**src/logic/cache_settings.svh**
```systemverilog
`ifndef CACHE_SETTINGS_SVH
`define CACHE_SETTINGS_SVH

// data path widths
`define WORD_W 16
`define ADDR_W 16

// line geometry
`define LINE_WORDS 4
`define SET_BITS 5
`define NUM_SETS (1 << `SET_BITS)

// address split, tag on top of set on top of word select
`define TAG_W 9
`define LINE_ADDR_W 14

// backing memory access time in cycles
`define MEM_LATENCY 4

`endif

```
**src/logic/cache_pkg.sv**
```systemverilog
`default_nettype none

`include "cache_settings.svh"

package cache_pkg;

	// client side
	typedef logic [`WORD_W-1:0] word_t;
	typedef logic [`ADDR_W-1:0] addr_t;

	// address fields
	typedef logic [`LINE_ADDR_W-1:0] line_addr_t;
	typedef logic [`TAG_W-1:0] tag_t;
	typedef logic [`SET_BITS-1:0] set_idx_t;
	typedef logic [$clog2(`LINE_WORDS)-1:0] word_sel_t;

	// word 0 in the low bits
	typedef logic [`LINE_WORDS*`WORD_W-1:0] line_t;

	typedef logic [0:0] way_t;

	// controller states
	typedef enum logic [1:0] {
		s_lookup,
		s_writeback,
		s_fetch
	} ctrl_state_t;

endpackage

`default_nettype wire

```
**src/logic/dcache_lru.sv**
```systemverilog
`timescale 1ns/1ps
`default_nettype none

`include "cache_settings.svh"

module dcache_lru import cache_pkg::*; (
	input wire clk,
	input wire rst,
	input wire set_idx_t i_set,
	input wire i_we,
	input wire way_t i_way,
	output way_t o_mru_way
);

	localparam int N_SETS = `NUM_SETS;

	// one bit per set, the way touched last
	logic [N_SETS-1:0] mru_q;

	always_ff @(posedge clk) begin
		if (rst) begin
			mru_q <= '0;
		end else if (i_we) begin
			mru_q[i_set] <= i_way;
		end
	end

	// victim is the other way
	assign o_mru_way = mru_q[i_set];

endmodule

`default_nettype wire

```
**config.mk**
```make
export PLATFORM = sky130hd
export DESIGN_NAME = dcache_lru
export DESIGN_NICKNAME = d
export VERILOG_FILES = /design/src/logic/cache_pkg.sv /design/src/logic/dcache_lru.sv
export VERILOG_INCLUDE_DIRS = /design/src /design/src/logic
export SDC_FILE = /design/constraint.sdc
export NUM_CORES = 1
export LEC_CHECK = 0
export ABC_AREA = 1
export BUFFER_PORTS_ARGS = -buffer_cell sky130_fd_sc_hd__buf_2
export CAP_MARGIN = 10
export CORE_UTILIZATION = 50
export CTS_CLUSTER_SIZE = 14
export DETAILED_ROUTE_END_ITERATION = 7
export PLACE_DENSITY = 0.75
export SLEW_MARGIN = 20
export SYNTH_ARGS = -nofsm -noshare
export SYNTH_HDL_FRONTEND = slang
export SYNTH_SLANG_ARGS = --single-unit
export TNS_END_PERCENT = 20
```
**constraint.sdc**
```tcl
create_clock -name clk -period 2.7 [get_ports clk]
set_input_delay 0.405 -clock clk [delete_from_list [all_inputs] [get_ports clk]]
set_output_delay 0.405 -clock clk [all_outputs]
set_load 0.005 [all_outputs]
```
==> results.yml <==
run_status:
  outcome: "finished clean"
logic_synthesis:
  synthesis.area_sq_um: 1650
  synthCells: 254
  synth-seq-area-share_pct: 38.7
  yosys_warnings: 0
  syn_avg_cell_area_sq_um: 6.51
  yosys.cell_types.count: 14
  ys_ff_latch: 32
  syn-num-nets: 263
setup_path:
  critPathRequiredTime_ps: 2300
  critPathLaunchType: "primary input"
  critPathMaxStageDelay_ps: 310
  cpLargestDelayFamily: "buffers and inverters"
  path_common_cell: "nand2_1"
  crit_buf_inv: 3
  critPathArrivalTime_ps: 1600
  crit_slowest_cell: "buf_2"
  crit_path_max_fanout: 19
  cp_cell_sequence: "buf_2, inv_2, nand2_1, nand2_1, nand2_1, nand2_1, nand2_1, nand2_1, nor2_1, nand2_1, buf_2"
  worstSetupEndpointType: "primary output"
  crit_type: "primary input to primary output"
placement:
  dp_hpwl_um: 2660
  io_buffers: 9
  placed_cell_area_sq_um: 1730
  dp_slack_ps: 715
  place_congestion: 0.895
timing:
  maxSlewViolCount: 0
  finalCritPeriodShare_pct: 74.4
  fin_skew_ps: 0
  setup_viol: 0
  worst_slew_pin_slew_ps: 595
  max_slew_margin_pct: 60.3
  rsz0062_at_grt: "no"
  holdWs_ps: 476
  timing.fmax_mhz: 498
  min_period_ps: 2010
  hold_viol: 0
  setup_ws_ps: 691
  fin_setup_tns_ps: 0
finish:
  final_common_cell: "nand2_1"
  fillCellCount: 320
  top_register: "mru_q"
  register_area_sq_um: 641
  largest_reg_flops: 32
  nets: 271
  layout-area-overhead-vs-synth_pct: 8.25
  top_regs: "mru_q x32"
  design_area_sq_um: 1790
  antenna_cells: 0
  mostFrequentLayoutCells: "nand2_1 (85), nand3_1 (40), o21ai_0 (32), a21oi_1 (32), dfxtp_1 (32)"
  drive_gt1_share_pct: 11.5
  multi_input_area_sq_um: 906
floorplanning:
  core_area_sq_um: 3100
  row_count: 20
  die_height_um: 59.5
  die-area_sq_um: 3540
  io_pins: 10
  initial_core_util_pct: 53.3
  die-width_um: 59.5
clock_network:
  cts_tree: "built"
  htree_levels: 2
  clock_latency_ps: 330
  clk_pin_slew_ps: 90
  clock_path_buffers: 2
  cts_root_buffer: "clkbuf_4"
  cts_sinks: 32
  postCtsHoldBufs: 0
  numCtsBuffers: 5
  post_cts_buffers: 0
  cts-resized-gates: 0
worst_hold_path:
  hold_class: "register to register"
flow_run:
  maxCapViolCount: 0
routing:
  drtIter0Drc: 84
  routed_wirelength_um: 4250
  drtAntennaViolNets: 0
  drc: 0
  vias_per_cell: 5.37
  drt_pass1_iterations: 4
  vias: 1644
  wire_per_inst_um: 13.9
global_route:
  track_usage_pct: 26.8
  grt_pass1_vias: 1384
  overflow: 0
  grt_max_degree: 33
  grt_pass1_wl_um: 6800
  antenna_found_initial: 0
power_and_ir_drop:
  p_leak_nw: 0.753
  ir_worst_vdd_mv: 0.312
  powerDensity_nw_per_um2: 486
kinds of logic (layout without fill, tap and decap cells):
group | Yosys count | after routing | synth area share (%)
AO/OA/AOI/OAI | 64 | 64 | 19.4
buffers and inverters | 27 | 35 | 6.51
flip-flops | 32 | 32 | 38.7
AND/OR/NAND/NOR | 131 | 131 | 35.4
tightest hold or removal path: stages, from the launching register on:
cell     delay, ps
dfxtp_1        320
o21ai_0         60
a21oi_1         60
synthesized netlist by cell type:
library cell,instances,share of area [%]
buf_2,2,0.61
inv_1,7,1.6
clkinv_1,2,0.45
nor3_2,1,0.61
clkbuf_1,7,1.6
a21oi_1,32,9.7
dfxtp_1,32,39
o21ai_0,32,9.7
nor3_4,3,3.0
nor2_1,2,0.45
nand3_1,40,12
inv_2,8,1.8
nand2_1,85,19
buf_4,1,0.45
layer usage:
layer  routed length [um]  vias to the layer above  GRT usage, %  share of wire (%)
met2                 1930                       60          38.4                 45
met5                    0                        -             0                  0
li1                     -                      861             -                  -
met4                  121                        0          15.0                2.8
met3                  295                       13          7.64                6.9
met1                 1910                      710          35.9                 45
worst paths after layout:
path	startpoint	endpoint	slack, ps	cells after the start
setup / recovery	i_set[0]	o_mru_way	690	11
setup reg to reg	mru_q[21]	mru_q[21]	2050	2
hold / removal	mru_q[11]	mru_q[11]	480	2
hold reg to reg	mru_q[11]	mru_q[11]	480	2
cell type report:
class | instances | share of cell area (%)
Sequential cell | 32 | 35.8
Multi-Input combinational cell | 195 | 50.6
Timing Repair Buffer | 11 | 3.35
Inverter | 17 | 3.56
Clock buffer | 7 | 3.63
Tap cell | 44 | 3.07
power by group:
part	internal, W	switching, W	total, W
Clock	0.000147	0.000160	0.000307
Combinational	0.0000161	0.0000694	0.0000855
Sequential	0.000475	0.00000169	0.000477
Total	0.000639	0.000231	0.000869
metrics by stage:
step	total power (W)	util (%)	std cells
global route	0.000906	57.7	306
detailed placement	0.000570	55.6	299
floorplan	0.000539	-	254
CTS	0.000875	57.7	306
global placement	0.000570	55.6	299
finish	0.000869	57.7	306
Power figures use the tool's default switching activity.
