**src/logic/cache_settings.svh**
```systemverilog
`ifndef CACHE_SETTINGS_SVH
`define CACHE_SETTINGS_SVH

// data path widths
`define WORD_W 16
`define ADDR_W 16

// line geometry
`define LINE_WORDS 4
`define SET_BITS 5
`define NUM_SETS (1 << `SET_BITS)

// address split, tag on top of set on top of word select
`define TAG_W 9
`define LINE_ADDR_W 14

// backing memory access time in cycles
`define MEM_LATENCY 4

`endif

```
**src/logic/cache_pkg.sv**
```systemverilog
`default_nettype none

`include "cache_settings.svh"

package cache_pkg;

	// client side
	typedef logic [`WORD_W-1:0] word_t;
	typedef logic [`ADDR_W-1:0] addr_t;

	// address fields
	typedef logic [`LINE_ADDR_W-1:0] line_addr_t;
	typedef logic [`TAG_W-1:0] tag_t;
	typedef logic [`SET_BITS-1:0] set_idx_t;
	typedef logic [$clog2(`LINE_WORDS)-1:0] word_sel_t;

	// word 0 in the low bits
	typedef logic [`LINE_WORDS*`WORD_W-1:0] line_t;

	typedef logic [0:0] way_t;

	// controller states
	typedef enum logic [1:0] {
		s_lookup,
		s_writeback,
		s_fetch
	} ctrl_state_t;

endpackage

`default_nettype wire

```
**src/logic/dcache_way_store.sv**
```systemverilog
`timescale 1ns/1ps
`default_nettype none

`include "cache_settings.svh"

module dcache_way_store import cache_pkg::*; (
	input wire clk,
	input wire rst,

	// lookup
	input wire set_idx_t i_set,
	input wire tag_t i_lookup_tag,

	// single write port
	input wire i_we,
	input wire way_t i_way,
	input wire i_valid,
	input wire i_dirty,
	input wire tag_t i_tag,
	input wire line_t i_line,

	output logic o_hit,
	output way_t o_hit_way,
	output logic o_valid0,
	output logic o_valid1,
	output logic o_dirty0,
	output logic o_dirty1,
	output tag_t o_tag0,
	output tag_t o_tag1,
	output line_t o_line0,
	output line_t o_line1
);

	localparam int N_SETS = `NUM_SETS;

	logic [1:0][N_SETS-1:0] valid_q;
	logic [1:0][N_SETS-1:0] dirty_q;
	tag_t tag_q [2][N_SETS];
	line_t line_q [2][N_SETS];

	logic match0;
	logic match1;

	// only valid bits are cleared
	always_ff @(posedge clk) begin
		if (rst) begin
			valid_q <= '0;
		end else if (i_we) begin
			valid_q[i_way][i_set] <= i_valid;
		end
	end

	always_ff @(posedge clk) begin
		if (i_we) begin
			dirty_q[i_way][i_set] <= i_dirty;
			tag_q[i_way][i_set] <= i_tag;
			line_q[i_way][i_set] <= i_line;
		end
	end

	// combinational read of both ways
	assign o_valid0 = valid_q[0][i_set];
	assign o_valid1 = valid_q[1][i_set];
	assign o_dirty0 = dirty_q[0][i_set];
	assign o_dirty1 = dirty_q[1][i_set];
	assign o_tag0 = tag_q[0][i_set];
	assign o_tag1 = tag_q[1][i_set];
	assign o_line0 = line_q[0][i_set];
	assign o_line1 = line_q[1][i_set];

	// tag compare, way 0 wins a double match
	assign match0 = o_valid0 && (o_tag0 == i_lookup_tag);
	assign match1 = o_valid1 && (o_tag1 == i_lookup_tag);
	assign o_hit = match0 || match1;
	assign o_hit_way = match0 ? way_t'(0) : way_t'(1);

endmodule

`default_nettype wire

```
**config.mk**
```make
export PLATFORM = sky130hd
export DESIGN_NAME = dcache_way_store
export DESIGN_NICKNAME = d
export VERILOG_FILES = /design/src/logic/cache_pkg.sv /design/src/logic/dcache_way_store.sv
export VERILOG_INCLUDE_DIRS = /design/src /design/src/logic
export SDC_FILE = /design/constraint.sdc
export NUM_CORES = 2
export LEC_CHECK = 0
export BUFFER_PORTS_ARGS = -buffer_cell sky130_fd_sc_hd__buf_2
export CAP_MARGIN = 10
export CORE_MARGIN = 1.5
export CORE_UTILIZATION = 40
export DETAILED_ROUTE_END_ITERATION = 8
export PLACE_DENSITY = 0.52
export SLEW_MARGIN = 20
export SYNTH_ARGS = -nofsm -noshare
export SYNTH_HDL_FRONTEND = slang
export SYNTH_MEMORY_MAX_BITS = 65536
export SYNTH_SLANG_ARGS = --single-unit
```
**constraint.sdc**
```tcl
create_clock -name clk -period 6.4 [get_ports clk]
set_input_delay 0.64 -clock clk [delete_from_list [all_inputs] [get_ports clk]]
set_output_delay 0.64 -clock clk [all_outputs]
set_load 0.05 [all_outputs]
```
==> impl_metrics.py <==
metrics = {
    "run_status": {
        "status": "complete, no violations",
    },
    "worst_setup_path": {
        "endpoint_kind": "output pin",
        "crit_top_cell": "o22ai_1",
        "path_buf_inv": 2,
        "crit_slowest_cell": "or4b_1",
        "path_cells": "buf_2 > or4b_1 > o22ai_1 > nor4_1 > a21oi_1 > and4b_1 > nand4_1 > o22ai_1 > buf_12",
        "critPathTopFamily": "simple AND/OR/NAND/NOR gates",
        "cp_data_required_time_ns": 5.76,
        "setup.worst_path.class": "in -> out",
        "cp_num_cells": 9,
        "worstSetupStartpoint": "i_set[2]",
        "r2r_start": "valid_q[17]",
        "reg2regPathDepth": 2,
        "path_max_fanout": 32,
        "worstPathArrival_ns": 4.74,
        "worst_path_largest_cell_delay_ns": 0.98,
        "worst_setup_path_start_kind": "input pin",
    },
    "clock_network": {
        "cts_tree": "built",
        "cts-hold-fix-buffers": 0,
        "postCtsSetupRepairBufs": 0,
        "cts_buffer_depth": 4,
        "insertion_delay_ns": 1.01,
        "clk_pin_slew_ns": 0.06,
        "cts_sinks": 4800,
        "numCtsBuffers": 483,
        "post_cts_resized": 0,
        "root_buffer": "clkbuf_16",
        "cts_htree_levels": 5,
    },
    "synth": {
        "synthCells": 7888,
        "synth_top_family_by_area": "multiplexers",
        "synth-compound-area-share": 0.0311,
        "ys_seq_area_frac": 0.795,
        "syn_nets": 7981,
        "synth-seq-cells": 4800,
        "synth_cell_type_count": 42,
        "synthSimpleGateAreaFrac": 0.0132,
        "synth-edff-count": 4736,
        "async_flop_share": 0,
        "ys.flop_type": "edfxtp_1",
        "muxShareOfSynthArea": 0.148,
        "synth-adder-area-share": 0,
        "netlist_area_um2": 180000,
        "syn_avg_cell_area_um2": 22.9,
        "yosys_warnings": 0,
        "synth_xor_area_frac": 0.0000971,
    },
    "floorplanning": {
        "rows": 246,
        "start_util": 0.402,
        "io_pins": 245,
        "die_h_um": 675,
        "coreArea_um2": 449000,
        "die-area_um2": 455000,
        "die_x_um": 675,
    },
    "sta": {
        "hold_violations": 0,
        "rsz0062_at_grt": "no",
        "setup_tns_ns": 0,
        "layout_setup_ws_ns": 1.02,
        "clock_skew_ns": 0,
        "slew_violations": 0,
        "max_slew.worst_pin.slew_ns": 1.20,
        "slew_headroom": 0.197,
        "post-route-period-util": 0.841,
        "finalSetupViolations": 0,
        "fmax_mhz": 186,
        "period_minus_slack_ns": 5.38,
    },
    "drt": {
        "initialDrtViolationCount": 11888,
        "drc": 0,
        "wl_per_cell_um": 37.5,
        "vias": 90214,
        "viasPerCell": 6.07,
        "route.antenna.remaining_nets": 0,
        "wirelength_mm": 557,
        "dr.pass1.iters": 5,
    },
    "final_layout": {
        "utilization": 0.461,
        "final_cells": 14871,
        "area_growth_syn_to_layout_pct": 14.8,
        "nNetsFinal": 8578,
        "drive_gt1_frac": 0.270,
    },
    "placed_design": {
        "dpl.hpwl_mm": 291,
        "dp.cells": 13951,
        "io_buffers": 244,
        "gp_congestion": 0.823,
        "pre_cts_slack_ns": 0.835,
    },
    "pwr": {
        "comb_power_share": 0.054,
        "p_total_mw": 66.3,
        "p_int_mw": 51.7,
        "p_per_area_nw_per_um2": 320,
        "swShare": 0.220,
        "clock_power_share": 0.422,
        "ir_drop_v": 0.000263,
        "power_switching_mw": 14.6,
        "leakagePower_nw": 64.2,
        "seqPwrFrac": 0.525,
    },
    "global_routing": {
        "antenna_found_initial": 47,
        "grt_pass1_vias": 90871,
        "grt_overflow": 0,
        "grt_use_total": 0.242,
        "grt_pass1_wl_mm": 761,
        "grt_max_degree": 114,
    },
    "run": {
        "cap_viol_max_count": 0,
    },
    "worst_hold_path": {
        "hp-start": "i_line[61]",
        "min_path_type": "in -> reg",
        "holdPathStages": 1,
    },
}
-- layout make-up --
| cell class | instances | area, um2 |
|---|---|---|
| timing repair buffer | 581 | 5430 |
| clock buffer | 601 | 12800 |
| multi-input combinational | 2618 | 35200 |
| fill | 36987 | 242000 |
| inverter | 1 | 3.75 |
| tap | 5952 | 7450 |
| clock inverter | 299 | 2660 |
| sequential | 4800 | 143000 |
| antenna | 19 | 47.5 |
-- synth_stat cells, types with 3 or more instances --
cell,n,area share
edfxtp_1,4736,0.79
a22oi_1,528,0.022
buf_6,9,0.00056
or4b_1,3,0.00017
dfxtp_1,64,0.0071
nand4b_2,4,0.00033
nand3_1,10,0.00028
mux2i_1,288,0.016
buf_2,258,0.0072
mux4_2,1056,0.13
clkbuf_1,168,0.0035
nor2b_1,7,0.00024
and3_1,11,0.00038
nand4_1,135,0.0047
nand2_1,91,0.0019
buf_1,8,0.00017
nand4bb_1,6,0.00037
o21ai_0,64,0.0018
buf_4,26,0.0011
o22ai_1,143,0.0050
a21oi_1,78,0.0022
nor4_1,39,0.0014
and2_1,3,0.00010
nor2_1,131,0.0027
-- per-stage QoR --
stage	instance area [um2]	hold WS (ns)
2_1_floorplan	180000	0.450
3_3_place_gp	191000	0.457
3_5_place_dp	192000	0.466
4_1_cts	207000	0.221
5_1_grt	207000	0.0252
6_report	207000	0.0541
-- worst paths after layout --
path	endpoint	slack (ns)
setup reg to reg	valid_q[17]	5.69
hold / removal	line_q[1][509]	0.05
hold reg to reg	valid_q[54]	0.48
setup / recovery	o_hit	1.02
-- metal layers --
metal / wire length [um] / GRT usage / vias to the layer above
met2: 269000 / 0.393 / 3860
li1: - / - / 35244
met1: 238000 / 0.352 / 50430
met5: 79 / 0 / -
met3: 38300 / 0.0327 / 666
met4: 11500 / 0.0492 / 14
-- sequential cells by signal, summed over array words and instances, names as in the netlist --
register / cells
valid_q: 64
line_q: 4096
dirty_q: 64
tag_q: 576
-- cells by family (layout without fill, tap and decap cells) --
logic type / Yosys count / in the layout
compound gates: 818 / 818
xor+xnor: 2 / 2
buf+inv: 470 / 1482
flops: 4800 / 4800
mux: 1344 / 1344
other cells: 0 / 19
simple gates: 454 / 454
-- power by group through the flow --
| stage | Sequential (mW) | Clock, mW | Combinational [mW] |
|---|---|---|---|
| floorplan | 35.5 | 0 | 1.96 |
| global route | 34.8 | 29.5 | 3.71 |
| finish | 34.8 | 27.9 | 3.55 |
| global placement | 35.5 | 0 | 3.55 |
| CTS | 34.8 | 28.4 | 3.60 |
| detailed placement | 35.5 | 0 | 3.59 |
-- cells in the final DEF (no fill, tap or decap), drive strengths merged, types with 2 or more instances in the layout --
cell / synthesis / layout
and3: 12 / 12
or4b: 4 / 4
a21oi: 78 / 78
mux2i: 288 / 288
diode: 0 / 19
nand3: 10 / 10
o21ai: 64 / 64
dfxtp: 64 / 64
nand4: 136 / 136
xnor2: 2 / 2
inv: 1 / 12
clkbuf: 168 / 601
clkinvlp: 0 / 11
nand4b: 4 / 4
nor2: 131 / 131
nor4b: 2 / 2
nor4: 40 / 40
buf: 301 / 581
nand2: 91 / 91
a22oi: 528 / 528
edfxtp: 4736 / 4736
mux4: 1056 / 1056
a21o: 2 / 2
bufinv: 0 / 44
clkinv: 0 / 233
o22ai: 145 / 145
or2: 2 / 2
nor2b: 7 / 7
nand4bb: 6 / 6
and2: 3 / 3
nand2b: 2 / 2
Power figures use the tool's default switching activity.
