`config.mk`:
```
export PLATFORM = sky130hd
export DESIGN_NAME = dcache_ctrl
export DESIGN_NICKNAME = d
export VERILOG_FILES = /design/src/logic/cache_pkg.sv /design/src/logic/dcache_ctrl.sv
export VERILOG_INCLUDE_DIRS = /design/src /design/src/logic
export SDC_FILE = /design/constraint.sdc
export NUM_CORES = 1
export LEC_CHECK = 0
export BUFFER_PORTS_ARGS = -buffer_cell sky130_fd_sc_hd__buf_4
export CAP_MARGIN = 10
export CELL_PAD_IN_SITES_DETAIL_PLACEMENT = 1
export CELL_PAD_IN_SITES_GLOBAL_PLACEMENT = 2
export CORE_AREA = 2 2 175 177
export CTS_CLUSTER_DIAMETER = 100
export DETAILED_ROUTE_END_ITERATION = 16
export DIE_AREA = 0 0 177 179
export PLACE_DENSITY = 0.76
export SYNTH_ARGS = -nofsm -noshare
export SYNTH_HDL_FRONTEND = slang
export SYNTH_SLANG_ARGS = --single-unit
```
`constraint.sdc`:
```
create_clock -name clk -period 2.5 [get_ports clk]
set_input_delay 0.125 -clock clk [delete_from_list [all_inputs] [get_ports clk]]
set_output_delay 0.125 -clock clk [all_outputs]
set_load 0.1 [all_outputs]
```
`src/logic/cache_settings.svh`:
```
`ifndef CACHE_SETTINGS_SVH
`define CACHE_SETTINGS_SVH

// data path widths
`define WORD_W 16
`define ADDR_W 16

// line geometry
`define LINE_WORDS 4
`define SET_BITS 5
`define NUM_SETS (1 << `SET_BITS)

// address split, tag on top of set on top of word select
`define TAG_W 9
`define LINE_ADDR_W 14

// backing memory access time in cycles
`define MEM_LATENCY 4

`endif

```
`src/logic/cache_pkg.sv`:
```
`default_nettype none

`include "cache_settings.svh"

package cache_pkg;

	// client side
	typedef logic [`WORD_W-1:0] word_t;
	typedef logic [`ADDR_W-1:0] addr_t;

	// address fields
	typedef logic [`LINE_ADDR_W-1:0] line_addr_t;
	typedef logic [`TAG_W-1:0] tag_t;
	typedef logic [`SET_BITS-1:0] set_idx_t;
	typedef logic [$clog2(`LINE_WORDS)-1:0] word_sel_t;

	// word 0 in the low bits
	typedef logic [`LINE_WORDS*`WORD_W-1:0] line_t;

	typedef logic [0:0] way_t;

	// controller states
	typedef enum logic [1:0] {
		s_lookup,
		s_writeback,
		s_fetch
	} ctrl_state_t;

endpackage

`default_nettype wire

```
`src/logic/dcache_ctrl.sv`:
```
`timescale 1ns/1ps
`default_nettype none

module dcache_ctrl import cache_pkg::*; (
	input wire clk,
	input wire rst,

	// client
	input wire addr_t i_addr,
	input wire i_re,
	input wire i_we,
	input wire word_t i_wdata,
	output word_t o_rdata,
	output logic o_hit,

	// way store
	output set_idx_t o_set,
	output tag_t o_lookup_tag,
	output logic o_st_we,
	output way_t o_st_way,
	output logic o_st_valid,
	output logic o_st_dirty,
	output tag_t o_st_tag,
	output line_t o_st_line,
	input wire i_hit,
	input wire way_t i_hit_way,
	input wire i_valid0,
	input wire i_valid1,
	input wire i_dirty0,
	input wire i_dirty1,
	input wire tag_t i_tag0,
	input wire tag_t i_tag1,
	input wire line_t i_line0,
	input wire line_t i_line1,

	// lru
	output logic o_lru_we,
	output way_t o_lru_way,
	input wire way_t i_mru_way,

	// main memory
	output logic o_mem_req,
	output logic o_mem_we,
	output line_addr_t o_mem_addr,
	output line_t o_mem_wline,
	input wire i_mem_done,
	input wire line_t i_mem_rline
);

	localparam int WW = $bits(word_t);
	localparam int SEL_W = $bits(word_sel_t);

	ctrl_state_t state_q;
	ctrl_state_t state_d;
	way_t victim_q;
	way_t victim_d;

	logic req;
	tag_t req_tag;
	set_idx_t req_set;
	word_sel_t req_word;
	line_addr_t req_line_addr;

	line_t hit_line;
	line_t merged_line;

	way_t victim_new;
	way_t victim_way;
	logic victim_dirty;
	tag_t victim_tag;
	line_t victim_line;

	//////////////////////////////////////////////////////////////////////
	// address split and word path
	//////////////////////////////////////////////////////////////////////

	assign req = i_re || i_we;
	assign req_tag = i_addr[$bits(addr_t)-1 -: $bits(tag_t)];
	assign req_set = i_addr[SEL_W +: $bits(set_idx_t)];
	assign req_word = i_addr[SEL_W-1:0];
	assign req_line_addr = i_addr[$bits(addr_t)-1 -: $bits(line_addr_t)];

	assign o_set = req_set;
	assign o_lookup_tag = req_tag;

	assign hit_line = (i_hit_way == way_t'(1)) ? i_line1 : i_line0;
	assign o_rdata = hit_line[req_word*WW +: WW];

	// write data dropped into the addressed word
	always_comb begin
		merged_line = hit_line;
		merged_line[req_word*WW +: WW] = i_wdata;
	end

	// stall level, high when idle or on a hit
	assign o_hit = (state_q == s_lookup) && (i_hit || !req);

	//////////////////////////////////////////////////////////////////////
	// victim choice
	//////////////////////////////////////////////////////////////////////

	// empty way first, else least recent
	assign victim_new = !i_valid0 ? way_t'(0) :
		!i_valid1 ? way_t'(1) : ~i_mru_way;
	assign victim_way = (state_q == s_lookup) ? victim_new : victim_q;

	assign victim_dirty = (victim_way == way_t'(1)) ? (i_valid1 && i_dirty1) :
		(i_valid0 && i_dirty0);
	assign victim_tag = (victim_way == way_t'(1)) ? i_tag1 : i_tag0;
	assign victim_line = (victim_way == way_t'(1)) ? i_line1 : i_line0;

	//////////////////////////////////////////////////////////////////////
	// miss FSM
	//////////////////////////////////////////////////////////////////////

	always_ff @(posedge clk) begin
		if (rst) begin
			state_q <= s_lookup;
			victim_q <= '0;
		end else begin
			state_q <= state_d;
			victim_q <= victim_d;
		end
	end

	always_comb begin
		state_d = state_q;
		victim_d = victim_q;
		// default store write is the write-hit merge
		o_st_we = 1'b0;
		o_st_way = i_hit_way;
		o_st_valid = 1'b1;
		o_st_dirty = 1'b1;
		o_st_tag = req_tag;
		o_st_line = merged_line;
		o_lru_we = 1'b0;
		o_lru_way = i_hit_way;
		o_mem_req = 1'b0;
		o_mem_we = 1'b0;
		o_mem_addr = req_line_addr;
		o_mem_wline = victim_line;

		case (state_q)
			s_lookup: begin
				if (req && i_hit) begin
					o_lru_we = 1'b1;
					o_st_we = i_we;
				end else if (req) begin
					victim_d = victim_new;
					state_d = victim_dirty ? s_writeback : s_fetch;
				end
			end
			s_writeback: begin
				// victim line back to its own address
				o_mem_req = 1'b1;
				o_mem_we = 1'b1;
				o_mem_addr = {victim_tag, req_set};
				if (i_mem_done) begin
					state_d = s_fetch;
				end
			end
			s_fetch: begin
				o_mem_req = 1'b1;
				if (i_mem_done) begin
					// fill clean, the retry then hits
					o_st_we = 1'b1;
					o_st_way = victim_q;
					o_st_dirty = 1'b0;
					o_st_line = i_mem_rline;
					state_d = s_lookup;
				end
			end
			default: begin
				state_d = s_lookup;
			end
		endcase
	end

endmodule

`default_nettype wire

```
==> impl_metrics.ini, run 1 <==
[clock_network]
cts_buffers = 3
cts_root_buffer = clkbuf_16
htree_levels = 1
clock_path_buffers = 2
cts_resized = 0
insertion_delay_ns = 0.23
cts_tree = built
hold_buffers = 0
clk_pin_slew_ns = 0.03
cts_setup_buffers = 0
clock-sinks = 3

[detailed_routing]
wl_mm = 31.3
drcViolationCount = 0
num_vias = 6262
first_pass_iters = 4
drtIter0Drc = 187
drt-wirelength-per-cell_um = 21.9
final_antenna_net_count = 0
post_drt_via_cell_ratio = 4.39

[die]
design.die.area_mm2 = 0.0317
initial_utilization_pct = 13.8
die_height_um = 179
core-area_mm2 = 0.0300
die_w_um = 177
rows = 64
ioPinCount = 444

[timing]
fin_skew_ns = 0.00146
post-route-period-util_pct = 95.2
final_hold_viol_count = 0
worstMarginPinSlew_ns = 0.539
setup_violations = 0
tns_ns = 0
slew_viol_final = 0
slew-limit-headroom_pct = 63.0
rsz0062_at_grt = false
max_freq_mhz = 420
fin_crit_ns = 2.38

[worst_setup_path]
r2r.worst_path.cells = 7
arrival_ns = 2.26
path_class = flip-flop to output pin
end_kind = output pin
regToRegSetupSlack_ns = 0.80
worstPathRequired_ns = 2.38
r2r_start = state_q[0]
r2r-end = state_q[1]
critPathMaxFanout = 40
startpoint_type = flip-flop

[finish]
diodes = 0
fin_util_pct = 27.5
syn_to_final_growth_pct = 99.0
layout.nets = 1293
stdcell_count = 1426
drive_above_1_share_pct = 59.8
fillers = 3744

[grt]
grt_pass1_vias = 6663
grt_pass1_wl_mm = 43.0
antenna_found_initial = 0
grt_max_degree = 43
track_usage_pct = 18.5
grt_overflow = 0

[power]
p_per_area_mw_per_mm2 = 799
peakVddDrop_mv = 0.449
leakage_nw = 4.09
totalPowerFinal_mw = 6.60

[synthesis]
yosysWarnings = 0
yosysSeqAreaShare_pct = 1.45
syn_nets = 909
synth_cells = 647
synth-seq-cells = 3
syn_area_mm2 = 0.00415
syn_area_per_cell_um2 = 6.42
ys_types = 35

[placement]
dp_cells = 1422
dp_hpwl_mm = 27.6
port_buffers = 427
gp_congestion = 0.798

[status]
status = finished, final reports clean

[hold_path]
min_to = victim_q
hold_depth = 2
hold_path.class = input port to flip-flop
hp-start = rst

[flow_run]
cap_violations = 0
sequential cells by signal, indices dropped and copies added (netlist names):
register and cells:
state_q 2, victim_q 1
final cells by class:
cell class,instances,area [um^2],area share (%)
clock buffers,4,78.8,0.954
well taps,396,495,6.00
multi-input cells,550,4030,48.7
flip-flops and latches,3,60.1,0.727
inverters,6,22.5,0.273
repair buffers,467,3580,43.3
per-stage QoR:
stage / setup slack [ns] / hold slack, ns / instance area, um^2
after floorplan: -0.577 / 0.194 / 4700
after global placement: 0.315 / 0.251 / 8180
after detailed placement: 0.287 / 0.251 / 8180
after CTS: 0.109 / 0.0946 / 8260
after global routing: 0.0445 / 0.108 / 8260
final: 0.119 / 0.0978 / 8260
worst max path at each step:
stage / from / to / cells past startpoint
detailed placement: i_addr[0] / o_st_line[12] / 8
global route: state_q[0] / o_mem_wline[48] / 7
finish: state_q[0] / o_mem_wline[48] / 7
floorplan: i_addr[1] / o_st_line[56] / 8
CTS: state_q[0] / o_mem_wline[48] / 7
global placement: i_addr[0] / o_st_line[12] / 8
critical path, stage by stage (launching register included):
cell and delay [ns]:
dfxtp_1 0.30, inv_1 0.11, ha_1 0.29, nor2b_2 0.09, a21oi_4 0.26, buf_12 0.27, mux2_2 0.40, buf_4 0.24
metal layers:
layer  part of all wire [%]  GRT usage, %  vias up
met5                      0             0        -
met4                    1.4          2.75        0
met3                    7.2          3.73       21
met2                     59          40.6      289
met1                     33          17.4     2958
li1                       -             -     2994
cell families (layout without fill, tap and decap cells):
family	count (synthesis)	after routing	synth area share, %
DFF	3	3	1.45
other	1	1	0.0903
buffers and inverters	94	477	15.1
adders and majority gates	8	8	2.41
AOI/OAI and AO/OA	164	164	22.0
and+or+nand+nor	239	239	23.7
muxes	138	138	35.2
cells in the mapped netlist, drive strengths merged:
library cell / number / share of area [%]
a211o: 1 / 0.21
inv: 6 / 0.54
o21a: 1 / 0.18
buf: 61 / 12
nand3b: 1 / 0.18
conb: 1 / 0.090
and4bb: 2 / 0.60
and4b: 2 / 0.48
a311oi: 1 / 0.21
nand2: 69 / 6.2
and3: 16 / 2.4
o21ai: 1 / 0.12
nor2b: 1 / 0.21
nor2: 144 / 13
a31o: 16 / 3.4
o211ai: 1 / 0.18
clkbuf: 27 / 2.5
o21bai: 1 / 0.18
and2b: 2 / 0.36
nand3: 2 / 0.24
dfxtp: 3 / 1.4
o32ai: 1 / 0.21
a2bb2oi: 1 / 0.21
a21boi: 1 / 0.27
mux2i: 73 / 18
a21oi: 139 / 17
mux2: 65 / 18
ha: 8 / 2.4
power by group:
| group | internal (mW) | switching [mW] |
|---|---|---|
| Sequential | 0.0566 | 0.00559 |
| Combinational | 1.55 | 4.73 |
| Clock | 0.211 | 0.0468 |
layout by cell type, fill, tap and decap left out:
cell and n:
dfxtp_1 3, ha_1 8, o211ai_1 1, mux2_2 65, inv_1 6, a21oi_2 31
o21a_1 1, a21oi_4 39, a311oi_1 1, nand3_1 2, a21oi_1 69, nor2b_2 1
and3_1 16, mux2i_1 73, nor2_1 144, clkbuf_1 1, a2bb2oi_1 1, a211o_1 1
a21boi_2 1, buf_4 461, and4b_1 2, nand2_1 68, a31o_2 6, and2b_1 2
o32ai_1 1, clkbuf_16 3, and4bb_2 2, a31o_1 10, conb_1 1, nand2_4 1
buf_12 6, o21ai_0 1, o21bai_1 1, nand3b_1 1
Power figures use the tool's default switching activity.
==> run 2: changes to the inputs <==
- HOLD_SLACK_MARGIN: unset -> 0.1
==> run 2 against run 1 <==
Net effect: global-route usage unchanged; critical path depth stayed put; design area grew 0.12%; cell count hardly changed; total power about the same; setup slack worse by 0.0047 ns; clock skew about the same; flip-flop and latch count stayed put; routed wire length about the same; hold slack better by 0.15 ns; register-to-register slack about the same; critical endpoint unchanged.
==> impl_metrics.ini, run 2 (synthesis results as in run 1) <==
[timing]
fin_crit_ns = 2.39
final_hold_viol_count = 0
setup_violations = 0
rsz0062_at_grt = false
slew-limit-headroom_pct = 62.2
fin_hold_ws_ns = 0.250
slew_viol_final = 0
fin_skew_ns = 0.00169
post-route-period-util_pct = 95.4
layout_setup_ws_ns = 0.115
max_freq_mhz = 419
worstMarginPinSlew_ns = 0.551

[grt]
met1_usage_pct = 17.4
grt_pass1_vias = 6669
track_usage_pct = 18.5
grt_busiest_layer = met2
met3_usage_pct = 3.73
grt_overflow = 0
grt_pass1_wl_mm = 43.0
antenna_found_initial = 0
use_met2_pct = 40.6
grt_max_degree = 43

[power]
p_per_area_mw_per_mm2 = 798
peakVddDrop_mv = 0.450
leakage_nw = 4.09

[die]
ioPinCount = 444
die_w_um = 177
initial_utilization_pct = 13.8
core-area_mm2 = 0.0300
die_height_um = 179
rows = 64
design.die.area_mm2 = 0.0317

[clock_network]
clk_pin_slew_ns = 0.03
hold_buffers = 1
clock-sinks = 3
htree_levels = 1
cts_setup_buffers = 0
cts_buffers = 3
cts_tree = built
cts_root_buffer = clkbuf_16
insertion_delay_ns = 0.23
cts_resized = 0
clock_path_buffers = 2

[finish]
syn_to_final_growth_pct = 99.3
seq_area_um2 = 60.1
final_cell_mix = buf_4, nor2_1, mux2i_1, a21oi_1, nand2_1
top_regs = state_q: 2 flops, victim_q: 1 flops
fillers = 3744
diodes = 0
multi_input_area_mm2 = 0.00403
largest_register_ffs = 2
stdcell_area_mm2 = 0.00827
layout.nets = 1294
drive_above_1_share_pct = 59.7
final_common_cell = buf_4
regMostFlops = state_q

[detailed_routing]
drcViolationCount = 0
post_drt_via_cell_ratio = 4.40
wl_mm = 31.3
num_vias = 6273
drt-wirelength-per-cell_um = 21.9
final_antenna_net_count = 0
drtIter0Drc = 181
first_pass_iters = 4

[worst_setup_path]
path_class = flip-flop to output pin
worstPathRequired_ns = 2.38
arrival_ns = 2.26
critPathMaxFanout = 40
startpoint_type = flip-flop
end_kind = output pin
regToRegSetupSlack_ns = 0.80

[placement]
dpl_cell_area_mm2 = 0.00818
dp_hpwl_mm = 27.6
dp_slack_ns = 0.287
port_buffers = 427
gp_congestion = 0.798

[status]
status = finished, final reports clean

[flow_run]
cap_violations = 0

[hold_path]
hold_path.class = input port to output pin
[run 2: cell types whose count changed in the layout (fill, tap and decap cells not counted), sizes merged]
cell | previous run | this run
dlygate4sd3 | 0 | 1
[run 2: layer usage]
metal  share of wire (%)  up-vias
met5                   0        -
met4                 1.5        0
met3                 7.5       21
met2                  59      293
met1                  32     2965
li1                    -     2994
[run 2: through the flow]
step	instances	utilization (%)	TNS, ns	power [mW]
final	1427	27.6	0	6.60
after floorplan	647	-	-4.55	5.00
after global routing	1427	27.6	0	6.83
after CTS	1427	27.6	0	6.67
after global placement	1422	27.3	0	6.38
after detailed placement	1422	27.3	0	6.40
[run 2: cell type report]
type / count / share of cell area, %
Tap cell: 396 / 5.99
Clock buffer: 4 / 0.953
Multi-Input combinational cell: 550 / 48.7
Sequential cell: 3 / 0.726
Timing Repair Buffer: 468 / 43.4
Inverter: 6 / 0.272
[run 2: worst max-delay path, cell delays in order (launching register included)]
cell	delay [ns]
dfxtp_1	0.30
inv_1	0.11
ha_1	0.29
nor2b_2	0.09
a21oi_4	0.26
buf_12	0.27
mux2_2	0.40
buf_4	0.24
[run 2: path summary, 6_finish.rpt]
| path | start | endpoint | depth (start not counted) |
|---|---|---|---|
| setup reg to reg | state_q[0] | state_q[1] | 7 |
| setup / recovery | state_q[0] | o_mem_wline[48] | 7 |
| hold / removal | i_addr[5] | o_set[3] | 0 |
| hold reg to reg | victim_q | victim_q | 2 |
[run 2: power by group]
part           total (mW)  internal (mW)  switching, mW
combinational        6.28           1.55           4.74
clock               0.258          0.211         0.0471
sequential         0.0620         0.0566        0.00547
